## config.mk

```make
export PLATFORM = sky130hd
export DESIGN_NAME = qla_ctrl
export DESIGN_NICKNAME = d
export VERILOG_FILES = /design/src/common/qla_chan_pkg.sv /design/src/common/qla_bus_pkg.sv /design/src/common/reg_bus_if.sv /design/src/qla_ctrl.sv /design/src/read_result.sv /design/src/qla_channels/chan_execute.sv /design/src/bus_decode.sv
export SDC_FILE = /design/constraint.sdc
export NUM_CORES = 1
export LEC_CHECK = 0
export ABC_AREA = 1
export BUFFER_PORTS_ARGS = -buffer_cell sky130_fd_sc_hd__buf_4
export CAP_MARGIN = 20
export CORE_UTILIZATION = 37
export DETAILED_ROUTE_END_ITERATION = 8
export GPL_ROUTABILITY_DRIVEN = 1
export GPL_TIMING_DRIVEN = 0
export PLACE_DENSITY_LB_ADDON = 0.25
export SLEW_MARGIN = 20
export SYNTH_ARGS = -nofsm -noshare
export SYNTH_HDL_FRONTEND = slang
export SYNTH_SLANG_ARGS = --single-unit
```

## constraint.sdc

```tcl
create_clock -name sysclk -period 2 [get_ports sysclk]
set_input_delay 0.1 -clock sysclk [delete_from_list [all_inputs] [get_ports sysclk]]
set_output_delay 0.1 -clock sysclk [all_outputs]
set_load 0.03 [all_outputs]
```

## src/common/qla_chan_pkg.sv

```systemverilog
// Channel geometry and device offsets
// NUM_CHAN must stay a power of two for the channel select width

package qla_chan_pkg;

    localparam int NUM_CHAN   = 4;                    // Motor channels
    localparam int CHAN_SEL_W = $clog2(NUM_CHAN);     // Bits to pick a channel

    // Device offsets inside a channel
    localparam logic [3:0] DEV_DAC = 4'd0;            // DAC command
    localparam logic [3:0] DEV_ENC = 4'd1;            // Encoder counter, preloadable

    localparam int DAC_W = 16;                        // DAC command width
    localparam int ENC_W = 24;                        // Encoder counter width

    // Firmware version in status[31:24]
    localparam logic [7:0] STATUS_VER = 8'h51;

endpackage

```

## src/common/qla_bus_pkg.sv

```systemverilog
// Register bus address layout for the motor controller register space
// Space field in addr[15:12]; only board and channel spaces are decoded
// Board space has just two registers; all other indices are undefined

package qla_bus_pkg;

    localparam int ADDR_W = 16;                 // APB address width
    localparam int DATA_W = 32;                 // APB data width

    // Address space select, addr[15:12]
    localparam logic [3:0] SPACE_BOARD = 4'd0;  // Board registers
    localparam logic [3:0] SPACE_CHAN  = 4'd1;  // Per-channel devices

    // Board view of the address word
    typedef struct packed {
        logic [3:0]  space;                     // Address space
        logic [11:0] reg_idx;                   // Board register index
    } board_addr_t;

    // Channel view of the same word
    typedef struct packed {
        logic [3:0] space;                      // Address space
        logic [3:0] unused;                     // Must be zero for a hit
        logic [3:0] channel;                    // Channel number
        logic [3:0] dev;                        // Device offset in channel
    } chan_addr_t;

    // One address word, two decodes
    typedef union packed {
        board_addr_t board;
        chan_addr_t  chan;
    } reg_addr_u;

    // Board register indices
    localparam logic [11:0] BREG_STATUS = 12'd0;   // Read only
    localparam logic [11:0] BREG_POWER  = 12'd1;   // Amp power mask, read/write

endpackage
```

## src/common/reg_bus_if.sv

```systemverilog
// Internal register bus between APB decode, register execute and read result
// Hit and dev_ok flags are combinational from the current APB address

`timescale 1ns/10ps

interface reg_bus_if;

    logic                                  wr_en;      // One-cycle write strobe
    qla_bus_pkg::reg_addr_u                addr;       // Decoded address
    logic [qla_bus_pkg::DATA_W-1:0]        wdata;      // Write data
    logic                                  board_hit;  // Board space
    logic                                  chan_hit;   // Channel space, channel in range
    logic                                  dev_ok;     // Register exists (and writable on write)
    logic [qla_bus_pkg::DATA_W-1:0]        rdata;      // Read word, 0 on miss

    // Register state exported by execute
    logic [qla_chan_pkg::NUM_CHAN-1:0]                         power_mask;
    logic [qla_chan_pkg::NUM_CHAN-1:0][qla_chan_pkg::DAC_W-1:0] dac_reg;
    logic [qla_chan_pkg::NUM_CHAN-1:0][qla_chan_pkg::ENC_W-1:0] enc_cnt;

    modport decode (output wr_en, addr, wdata, board_hit, chan_hit, dev_ok);

    modport execute (input wr_en, addr, wdata, board_hit, chan_hit,
                     output power_mask, dac_reg, enc_cnt);

    modport result (input addr, board_hit, chan_hit, dev_ok,
                    input power_mask, dac_reg, enc_cnt,
                    output rdata);

endinterface

```

## src/qla_ctrl.sv

```systemverilog
// Motor controller register subsystem, APB slave with zero wait states
// Encoder inputs are asynchronous; synchronized inside chan_execute

`timescale 1ns/10ps

module qla_ctrl (
    input  logic                                               sysclk,
    input  logic                                               rst,
    // APB slave
    input  logic                                               psel,
    input  logic                                               penable,
    input  logic                                               pwrite,
    input  logic [qla_bus_pkg::ADDR_W-1:0]                     paddr,
    input  logic [qla_bus_pkg::DATA_W-1:0]                     pwdata,
    output logic [qla_bus_pkg::DATA_W-1:0]                     prdata,
    output logic                                               pready,
    output logic                                               pslverr,
    // Board and motor I/O
    input  logic [3:0]                                         board_id,   // Rotary switch
    input  logic [qla_chan_pkg::NUM_CHAN-1:0]                  enc_a,
    input  logic [qla_chan_pkg::NUM_CHAN-1:0]                  enc_b,
    output logic [qla_chan_pkg::NUM_CHAN*qla_chan_pkg::DAC_W-1:0] dac_value, // Ch 0 lowest
    output logic [qla_chan_pkg::NUM_CHAN-1:0]                  amp_enable
);

    reg_bus_if regbus ();   // Shared register bus

    // APB front end, address decode and write strobe
    bus_decode decode (
        .sysclk (sysclk),
        .rst    (rst),
        .psel   (psel),
        .penable(penable),
        .pwrite (pwrite),
        .paddr  (paddr),
        .pwdata (pwdata),
        .pready (pready),
        .pslverr(pslverr),
        .bus    (regbus.decode)
    );

    // Register state and encoders
    chan_execute execute (
        .sysclk    (sysclk),
        .rst       (rst),
        .enc_a     (enc_a),
        .enc_b     (enc_b),
        .dac_value (dac_value),
        .amp_enable(amp_enable),
        .bus       (regbus.execute)
    );

    read_result result (
        .board_id(board_id),
        .bus     (regbus.result)
    );

    assign prdata = regbus.rdata;   // Read word straight to APB

endmodule

```

## src/read_result.sv

```systemverilog
// Read mux, combinational during the access cycle
// Misses and invalid registers read as 0; pslverr itself comes from bus_decode

`timescale 1ns/10ps

module read_result (
    input  logic [3:0] board_id,
    reg_bus_if.result  bus
);

    localparam int DATA_W = qla_bus_pkg::DATA_W;
    localparam int ENC_W  = qla_chan_pkg::ENC_W;

    logic [qla_chan_pkg::CHAN_SEL_W-1:0] ch_sel;
    logic [ENC_W-1:0]                    enc_word;
    logic [DATA_W-1:0]                   status_word;

    assign ch_sel   = bus.addr.chan.channel[qla_chan_pkg::CHAN_SEL_W-1:0];
    assign enc_word = bus.enc_cnt[ch_sel];

    // Version | zeros | channel count | zeros | board id
    assign status_word = {qla_chan_pkg::STATUS_VER,
                          12'd0,
                          4'(qla_chan_pkg::NUM_CHAN),
                          4'd0,
                          board_id};

    always_comb begin
        bus.rdata = '0;                                 // Default on miss
        if (bus.board_hit && bus.dev_ok) begin
            case (bus.addr.board.reg_idx)
                qla_bus_pkg::BREG_STATUS: bus.rdata = status_word;
                qla_bus_pkg::BREG_POWER:  bus.rdata = DATA_W'(bus.power_mask);
                default:                  bus.rdata = '0;
            endcase
        end else if (bus.chan_hit && bus.dev_ok) begin
            case (bus.addr.chan.dev)
                qla_chan_pkg::DEV_DAC: bus.rdata = DATA_W'(bus.dac_reg[ch_sel]);
                // Encoder count is signed
                qla_chan_pkg::DEV_ENC: bus.rdata = {{(DATA_W-ENC_W){enc_word[ENC_W-1]}},
                                                    enc_word};
                default:               bus.rdata = '0;
            endcase
        end
    end

endmodule

```

## src/qla_channels/chan_execute.sv

```systemverilog
// Board and channel register state, quadrature decode per channel
// Encoder path is 2 sync flops and an edge stage, so a count lands 3 cycles after input

`timescale 1ns/10ps

module chan_execute (
    input  logic                                                   sysclk,
    input  logic                                                   rst,
    input  logic [qla_chan_pkg::NUM_CHAN-1:0]                      enc_a,
    input  logic [qla_chan_pkg::NUM_CHAN-1:0]                      enc_b,
    output logic [qla_chan_pkg::NUM_CHAN*qla_chan_pkg::DAC_W-1:0]  dac_value,
    output logic [qla_chan_pkg::NUM_CHAN-1:0]                      amp_enable,
    reg_bus_if.execute                                             bus
);

    localparam int NCH = qla_chan_pkg::NUM_CHAN;

    logic [NCH-1:0] a_s1, a_s2, a_prev;     // Channel A sync chain
    logic [NCH-1:0] b_s1, b_s2, b_prev;     // Channel B sync chain
    logic [NCH-1:0] step;                   // Single legal Gray transition
    logic [NCH-1:0] up;                     // Direction of that step

    logic [NCH-1:0]                          power_q;
    logic [NCH-1:0][qla_chan_pkg::DAC_W-1:0] dac_q;
    logic [NCH-1:0][qla_chan_pkg::ENC_W-1:0] enc_q;

    logic                                  power_wr;
    logic                                  chan_wr;
    logic [qla_chan_pkg::CHAN_SEL_W-1:0]   ch_sel;

    // Write decode from the strobe qualified in bus_decode
    assign power_wr = bus.wr_en & bus.board_hit &
                      (bus.addr.board.reg_idx == qla_bus_pkg::BREG_POWER);
    assign chan_wr  = bus.wr_en & bus.chan_hit;
    assign ch_sel   = bus.addr.chan.channel[qla_chan_pkg::CHAN_SEL_W-1:0];

    always_ff @(posedge sysclk) begin
        if (rst) begin
            power_q <= '0;
        end else if (power_wr) begin
            power_q <= bus.wdata[NCH-1:0];  // One enable bit per amp
        end
    end

    // Two sync flops per input, then the edge-detect stage
    always_ff @(posedge sysclk) begin
        a_s1   <= enc_a;
        a_s2   <= a_s1;
        a_prev <= a_s2;
        b_s1   <= enc_b;
        b_s2   <= b_s1;
        b_prev <= b_s2;
    end

    for (genvar ch = 0; ch < NCH; ch++) begin : g_chan
        logic dac_wr;
        logic enc_wr;

        assign dac_wr = chan_wr && (ch_sel == qla_chan_pkg::CHAN_SEL_W'(ch)) &&
                        (bus.addr.chan.dev == qla_chan_pkg::DEV_DAC);
        assign enc_wr = chan_wr && (ch_sel == qla_chan_pkg::CHAN_SEL_W'(ch)) &&
                        (bus.addr.chan.dev == qla_chan_pkg::DEV_ENC);

        // Exactly one of A/B moved; both moving is an illegal jump
        assign step[ch] = (a_s2[ch] ^ a_prev[ch]) ^ (b_s2[ch] ^ b_prev[ch]);
        assign up[ch]   = a_s2[ch] ^ b_prev[ch];   // A leads B

        always_ff @(posedge sysclk) begin
            if (rst) begin
                dac_q[ch] <= '0;
            end else if (dac_wr) begin
                dac_q[ch] <= bus.wdata[qla_chan_pkg::DAC_W-1:0];
            end
        end

        // Preload beats a count step in the same cycle
        always_ff @(posedge sysclk) begin
            if (rst) begin
                enc_q[ch] <= '0;
            end else if (enc_wr) begin
                enc_q[ch] <= bus.wdata[qla_chan_pkg::ENC_W-1:0];
            end else if (step[ch]) begin
                if (up[ch]) begin
                    enc_q[ch] <= enc_q[ch] + qla_chan_pkg::ENC_W'(1);  // Wraps mod 2^24
                end else begin
                    enc_q[ch] <= enc_q[ch] - qla_chan_pkg::ENC_W'(1);
                end
            end
        end
    end

    // Ports follow registers directly
    assign amp_enable = power_q;
    assign dac_value  = dac_q;          // Ch 0 in low bits

    // State back to the bus for reads
    assign bus.power_mask = power_q;
    assign bus.dac_reg    = dac_q;
    assign bus.enc_cnt    = enc_q;

endmodule

```

## src/bus_decode.sv

```systemverilog
// APB slave decode; pready tied high, every transfer is setup plus one access
// pslverr on undefined address, status write or channel >= NUM_CHAN

`timescale 1ns/10ps

module bus_decode (
    input  logic                           sysclk,
    input  logic                           rst,
    input  logic                           psel,
    input  logic                           penable,
    input  logic                           pwrite,
    input  logic [qla_bus_pkg::ADDR_W-1:0] paddr,
    input  logic [qla_bus_pkg::DATA_W-1:0] pwdata,
    output logic                           pready,
    output logic                           pslverr,
    reg_bus_if.decode                      bus
);

    qla_bus_pkg::reg_addr_u addr;   // paddr seen both ways
    logic setup_q;                  // Previous cycle was a setup phase
    logic access;                   // Qualified access phase
    logic board_hit;
    logic chan_hit;
    logic dev_ok;
    logic valid;                    // Access may complete without error

    assign addr = paddr;

    // Track setup phase so penable held high cannot repeat a write
    always_ff @(posedge sysclk) begin
        if (rst) begin
            setup_q <= 1'b0;
        end else begin
            setup_q <= psel & ~penable;
        end
    end

    assign access = psel & penable & setup_q;

    // Space decode
    assign board_hit = (addr.board.space == qla_bus_pkg::SPACE_BOARD);
    assign chan_hit  = (addr.chan.space == qla_bus_pkg::SPACE_CHAN) &&
                       (addr.chan.unused == 4'd0) &&
                       (addr.chan.channel < qla_chan_pkg::NUM_CHAN);  // Channel range

    // Register / device existence
    always_comb begin
        dev_ok = 1'b0;
        if (board_hit) begin
            case (addr.board.reg_idx)
                qla_bus_pkg::BREG_STATUS: dev_ok = ~pwrite;   // Read only
                qla_bus_pkg::BREG_POWER:  dev_ok = 1'b1;
                default:                  dev_ok = 1'b0;
            endcase
        end else if (chan_hit) begin
            // Both channel devices are read/write
            dev_ok = (addr.chan.dev == qla_chan_pkg::DEV_DAC) ||
                     (addr.chan.dev == qla_chan_pkg::DEV_ENC);
        end
    end

    assign valid = (board_hit | chan_hit) & dev_ok;

    // APB response, no wait states
    assign pready  = 1'b1;
    assign pslverr = access & ~valid;

    // Register bus drive
    assign bus.wr_en     = access & pwrite & valid;   // Lands on edge ending access
    assign bus.addr      = addr;
    assign bus.wdata     = pwdata;
    assign bus.board_hit = board_hit;
    assign bus.chan_hit  = chan_hit;
    assign bus.dev_ok    = dev_ok;

endmodule

```

Word level (Yosys, flattened, before mapping)
Index checks and enable logic that the tools add are counted.
Word-level totals
  word-level logic and storage cells: 111
  output and inout bits: 102
  input port bits: 65
  register bits: 189
Operators by class
  bitwise gates (word level): 30
  magnitude comparators: 2
  add/subtract/negate cells: 8
  muxes and demuxes: 23
  reduce and logical (&&, ||, !) cells: 26
  equal/unequal tests: 6
Operators with widths (number)
  $mux 24: 13
  $add 24x1->24 const B: 4
  $sub 24x1->24 const B: 4
  $mux 32: 2
  $pmux 32 s2: 1
  $pmux 31 s2: 1
  $bmux 24 s2: 1
  $bmux 16 s2: 1
  $logic_and 1x1->1: 16
  $mux 16: 1
  $xor 1x1->1: 16
  $eq 12x1->1 const B: 1
  $logic_not 12->1: 1
  $logic_not 4->1: 3
  $and 1x1->1: 10
  $eq 4x1->1 const B: 2
  $reduce_bool 2->1: 4
  $eq 2x2->1 const B: 2
  $lt 4x3->1 const B: 1
  $lt 2x3->1 const B: 1
  $not 1->1: 3
  $eq 2x1->1 const B: 1
  $logic_not 2->1: 1
  $mux 1: 2
  other kinds (3): 3

Logic depth before layout (Yosys ltp)
  word-level depth: 11
  gate-level depth with buffers: 20
  depth with buffers taken out: 19

By module
Synthesis repeated with hierarchy kept, for this count alone.
Second synthesis, totals
  cells, all modules: 2804
  area total of the unflattened synthesis: 16239.3 um^2
By module, submodules not included
  chan_execute: instances 1, cells each 2339, area each 13939.6 um^2, seq. area each 3763.6 um^2
  read_result: instances 1, cells each 387, area each 1776.7 um^2, seq. area each 0.0 um^2
  bus_decode: instances 1, cells each 78, area each 523.0 um^2, seq. area each 20.0 um^2

Least setup slack after synthesis
No wires, ideal clock.
  path type: input -> output
  start point: in paddr[3] in the netlist's numbering
  end point: out prdata[28] in the netlist's numbering
  setup slack: -0.692 ns
  arrival time: 2.592 ns
  required time: 1.900 ns
  cell stages on the path: 9
  path buffers: 2
  cells stage by stage: nor2_1 > nand2_1 > nor2_4 > buf_1 > inv_1 > nor2_1 > clkinv_1 > o21ai_0 > buf_4
Between the ends
  cells in the longest elaborated chain, start to end: 7
  elaborated cells between the ends (all ways): 14
  those cells by class: eq/ne: 2; mux: 7; reduce/logical: 5
RTL lines
  start, declared: RTL line qla_ctrl.sv:13  | input logic [qla_bus_pkg::ADDR_W-1:0] paddr,
  branches (longest 6 deep; another with $mux 32)
  $mux 32 *: RTL line read_result.sv:30  | if (bus.board_hit && bus.dev_ok) begin
  end, declared: RTL line qla_ctrl.sv:15  | output logic [qla_bus_pkg::DATA_W-1:0] prdata,
Mark *: on every way between the ends.

Worst setup path in the final report
  start point: reg execute.b_prev[3]
  end point: reg execute.enc_q (netlist bit execute.bus.enc_cnt[83])
Between the ends
  cells in the longest elaborated chain, start to end: 4
  elaborated cells between the ends (all ways): 7
  those cells by class: mux: 3; bitwise: 3; reduce/logical: 1
RTL lines
  start, declared: RTL line chan_execute.sv:19  | logic [NCH-1:0] b_s1, b_s2, b_prev;
  start signal, assigned: RTL line chan_execute.sv:52  | b_prev <= b_s2;
  $xor 1x1->1: RTL line chan_execute.sv:66  | assign up[ch] = a_s2[ch] ^ b_prev[ch];
  $mux 24: RTL line chan_execute.sv:83  | if (up[ch]) begin
  $mux 24: RTL line chan_execute.sv:82  | end else if (step[ch]) begin
  $mux 24: RTL line chan_execute.sv:80  | end else if (enc_wr) begin
  end signal, assigned by index: RTL line chan_execute.sv:81  | enc_q[ch] <= bus.wdata[qla_chan_pkg::ENC_W-1:0];
  end signal, assigned by index: RTL line chan_execute.sv:84  | enc_q[ch] <= enc_q[ch] + qla_chan_pkg::ENC_W'(1);
  end signal, assigned by index: RTL line chan_execute.sv:86  | enc_q[ch] <= enc_q[ch] - qla_chan_pkg::ENC_W'(1);
  end, declared: RTL line chan_execute.sv:25  | logic [NCH-1:0][qla_chan_pkg::ENC_W-1:0] enc_q;
Parallel ways exist; a longest one is shown, timed or not. The select of a mux whose other input is x is not followed.
A chain may end at the register's enable or synchronous reset.

==> flow_metrics.tcl <==
set metrics [dict create \
    wl_per_cell_um 21.9 \
    end_kind "flop" \
    crit_path_cell_trace "buf_12 -> nand2_8 -> nand2_8 -> nand2_4 -> nand2_8 -> buf_4 -> nor2_4 -> nand2_2 -> nand2_4 -> buf_6 -> nand2_2 -> nand2_2 -> nand2_2 -> a21oi_4 -> nor2_1 -> nor2_1" \
    antenna_found_initial 1 \
    reg2regPathDepth 16 \
    irDropWorstVdd_v 0.000836 \
    drive_gt1_share_pct 40.9 \
    cpLargestDelayFamily "simple AND/OR/NAND/NOR gates" \
    dieHeight_um 204 \
    critPathMaxFanout 8 \
    synth_area_leader_cell "dfxtp_1" \
    htree_levels 4 \
    leakagePower_nw 10.6 \
    final_cell_mix "nand2_1, inv_1, nand3_1, buf_4, nand2_2" \
    cts.sinks 189 \
    grt_pass1_wl_um 108000 \
    wl_um 77500 \
    grt_start_max_net_pins 21 \
    finalPower_mw 20.3 \
    syn_avg_cell_area_um2 5.70 \
    critPathMostFrequentCell "nand2_2" \
    final_hold_viol_count 0 \
    path_clk_slew_ns 0.08 \
    clkLatencyLatePin_ns 0.50 \
    power_density_nw_per_um2 853 \
    fp.coreArea_um2 40100 \
    clock-root-buffer "clkbuf_16" \
    synth_seq_cells 189 \
    grt_pass1_vias 18049 \
    syn_nets 2731 \
    setup_viol 46 \
    violations "negative setup slack" \
    post-route-period-util_pct 105 \
    portBuffers 157 \
    hold_depth 3 \
    slew_headroom_pct 34.9 \
    fin_crit_ns 2.10 \
    detail-route-antenna-nets 0 \
    max_stage_delay_ns 0.39 \
    syn2layout_area_growth_pct 56.8 \
    critPathBufInv 3 \
    setup_slack_ns -0.102 \
    cp.depth 16 \
    grt_util_all_layers_pct 34.1 \
    antennaDiodeCount 0 \
    fp-row-count 73 \
    arrival_ns 2.51 \
    fin_cells 3545 \
    fin_util_pct 59.3 \
    ys_warn_count 0 \
    syn_inst 2662 \
    rrSetupSlack_ns -0.10 \
    start_kind "flop" \
    numCtsBuffers 17 \
    dr_total_vias 21116 \
    cts_tree "built" \
    dp_cells 3344 \
    synth_cell_types 43 \
    ioPinCount 167 \
    fmax_ghz 0.476 \
    cts_buffer_depth 2 \
    drc_errors 0 \
    cap_violations 0 \
    synthesis.area_um2 15200 \
    synth.area.top_cells "dfxtp_1, nand2_1, nand3_1" \
    drv_slew 0 \
    synth_top_area_share_pct 24.9 \
    die_x_um 204 \
    first_pass_iters 6 \
    slowest_stage "dfxtp_4" \
    start_util_pct 37.8 \
    drt-initial-drc-count 2368 \
    dieArea_um2 41800 \
    gp_congestion 1.05 \
    rsz0062_at_grt "true" \
    crit_required_ns 2.41 \
    finClkSkew_ns 0.0275 \
    nets 3076 \
    status "finished with violations" \
    viasPerCell 5.96 \
    hp-class "in2reg" \
    layout_commonest_cell "nand2_1" \
    critPathKind "reg2reg" \
    largest_register_ffs 96 \
    worstMarginPinSlew_ns 0.976 \
    fill_cells 3575 \
    seq_area_frac_synth_pct 24.9 \
    hpwl_um 55600 \
    overflow 0 \
]
-- final cells by class --
type | count | area, µm² | share of cell area [%]
multi-input combinational | 1997 | 13600 | 57.1
timing repair buffer | 323 | 2810 | 11.8
inverter | 373 | 1510 | 6.33
sequential | 189 | 3830 | 16.1
clock inverter | 15 | 163 | 0.684
tap | 525 | 657 | 2.76
buffer | 106 | 811 | 3.41
clock buffer | 17 | 425 | 1.79
-- report_power, final --
part / switching [mW] / internal [mW] / leakage, nW
registers: 0.699 / 4.26 / 1.56
clock network: 1.85 / 1.68 / 0.284
logic: 7.61 / 4.20 / 8.80
-- path summary, 6_finish.rpt --
path / from / end
max: execute.b_prev[3]$_DFF_P_ / execute.bus.enc_cnt[83]$_SDFFE_PP0P_
min: pwdata[7] / execute.bus.dac_reg[55]$_SDFFE_PP0P_
max reg2reg: execute.b_prev[3]$_DFF_P_ / execute.bus.enc_cnt[83]$_SDFFE_PP0P_
min reg2reg: execute.a_s1[0]$_DFF_P_ / execute.a_s2[0]$_DFF_P_
-- layer usage --
metal / wire, µm / GRT usage [%]
met1: 29900 / 45.2
met2: 33500 / 50.6
met3: 9340 / 8.40
met4: 4790 / 18.2
met5: 0 / 0
-- cell families after synthesis --
family / synth area share [%]
XOR/XNOR: 2.37
flip-flops: 24.9
adder cells (fa/ha/maj): 0.330
buffers and inverters: 12.4
AND/OR/NAND/NOR: 42.1
AO/OA/AOI/OAI: 17.8
other: 0.0247
-- synthesized netlist by cell type --
master / instances
a211oi_1: 4
a21oi_1: 138
a21oi_2: 3
a221oi_1: 13
a22o_1: 13
a22oi_1: 11
a31oi_1: 4
a41o_1: 12
a41oi_1: 70
buf_1: 8
buf_2: 26
buf_4: 12
buf_6: 1
clkbuf_1: 59
clkinv_1: 4
clkinv_2: 4
conb_1: 1
dfxtp_1: 189
ha_1: 4
inv_1: 364
inv_2: 1
nand2_1: 846
nand2_2: 7
nand3_1: 374
nand3_2: 1
nand3b_1: 1
nand4_1: 35
nand4_4: 1
nor2_1: 243
nor2_2: 1
nor2_4: 5
nor3_1: 2
nor3_2: 5
o2111ai_1: 3
o211ai_1: 2
o21ai_0: 106
o21ai_1: 6
o22ai_1: 29
o2bb2ai_1: 1
o31ai_1: 11
o41ai_1: 1
xnor2_1: 14
xor2_1: 27
-- metrics by stage --
stage	cell area (µm²)	setup TNS [ns]	hold slack (ns)	setup slack [ns]
CTS	20000	-0.199	0.00658	-0.0689
global route	23800	-7.61	0.0352	-0.190
detailed placement	17100	-139.00	0.206	-0.948
floorplan	15300	-0.740	0.128	-0.0740
finish	23800	-1.64	0.0392	-0.102
global placement	17100	-135.09	0.205	-1.01
-- tightest hold or removal path, stage by stage --
cell     delay (ns)
buf_4          0.19
inv_1          0.13
a21oi_1        0.07
-- timing repair --
item	4_1_cts	5_1_grt
cloned	2	7
buffers inserted	42	89
pin swaps	91	260
setup endpoints to repair	187	157
endpoints found under the hold margin	51	0
hold buffers	29	0
resized for setup	469	817
Note: power is estimated with default switching activity, not from simulation.
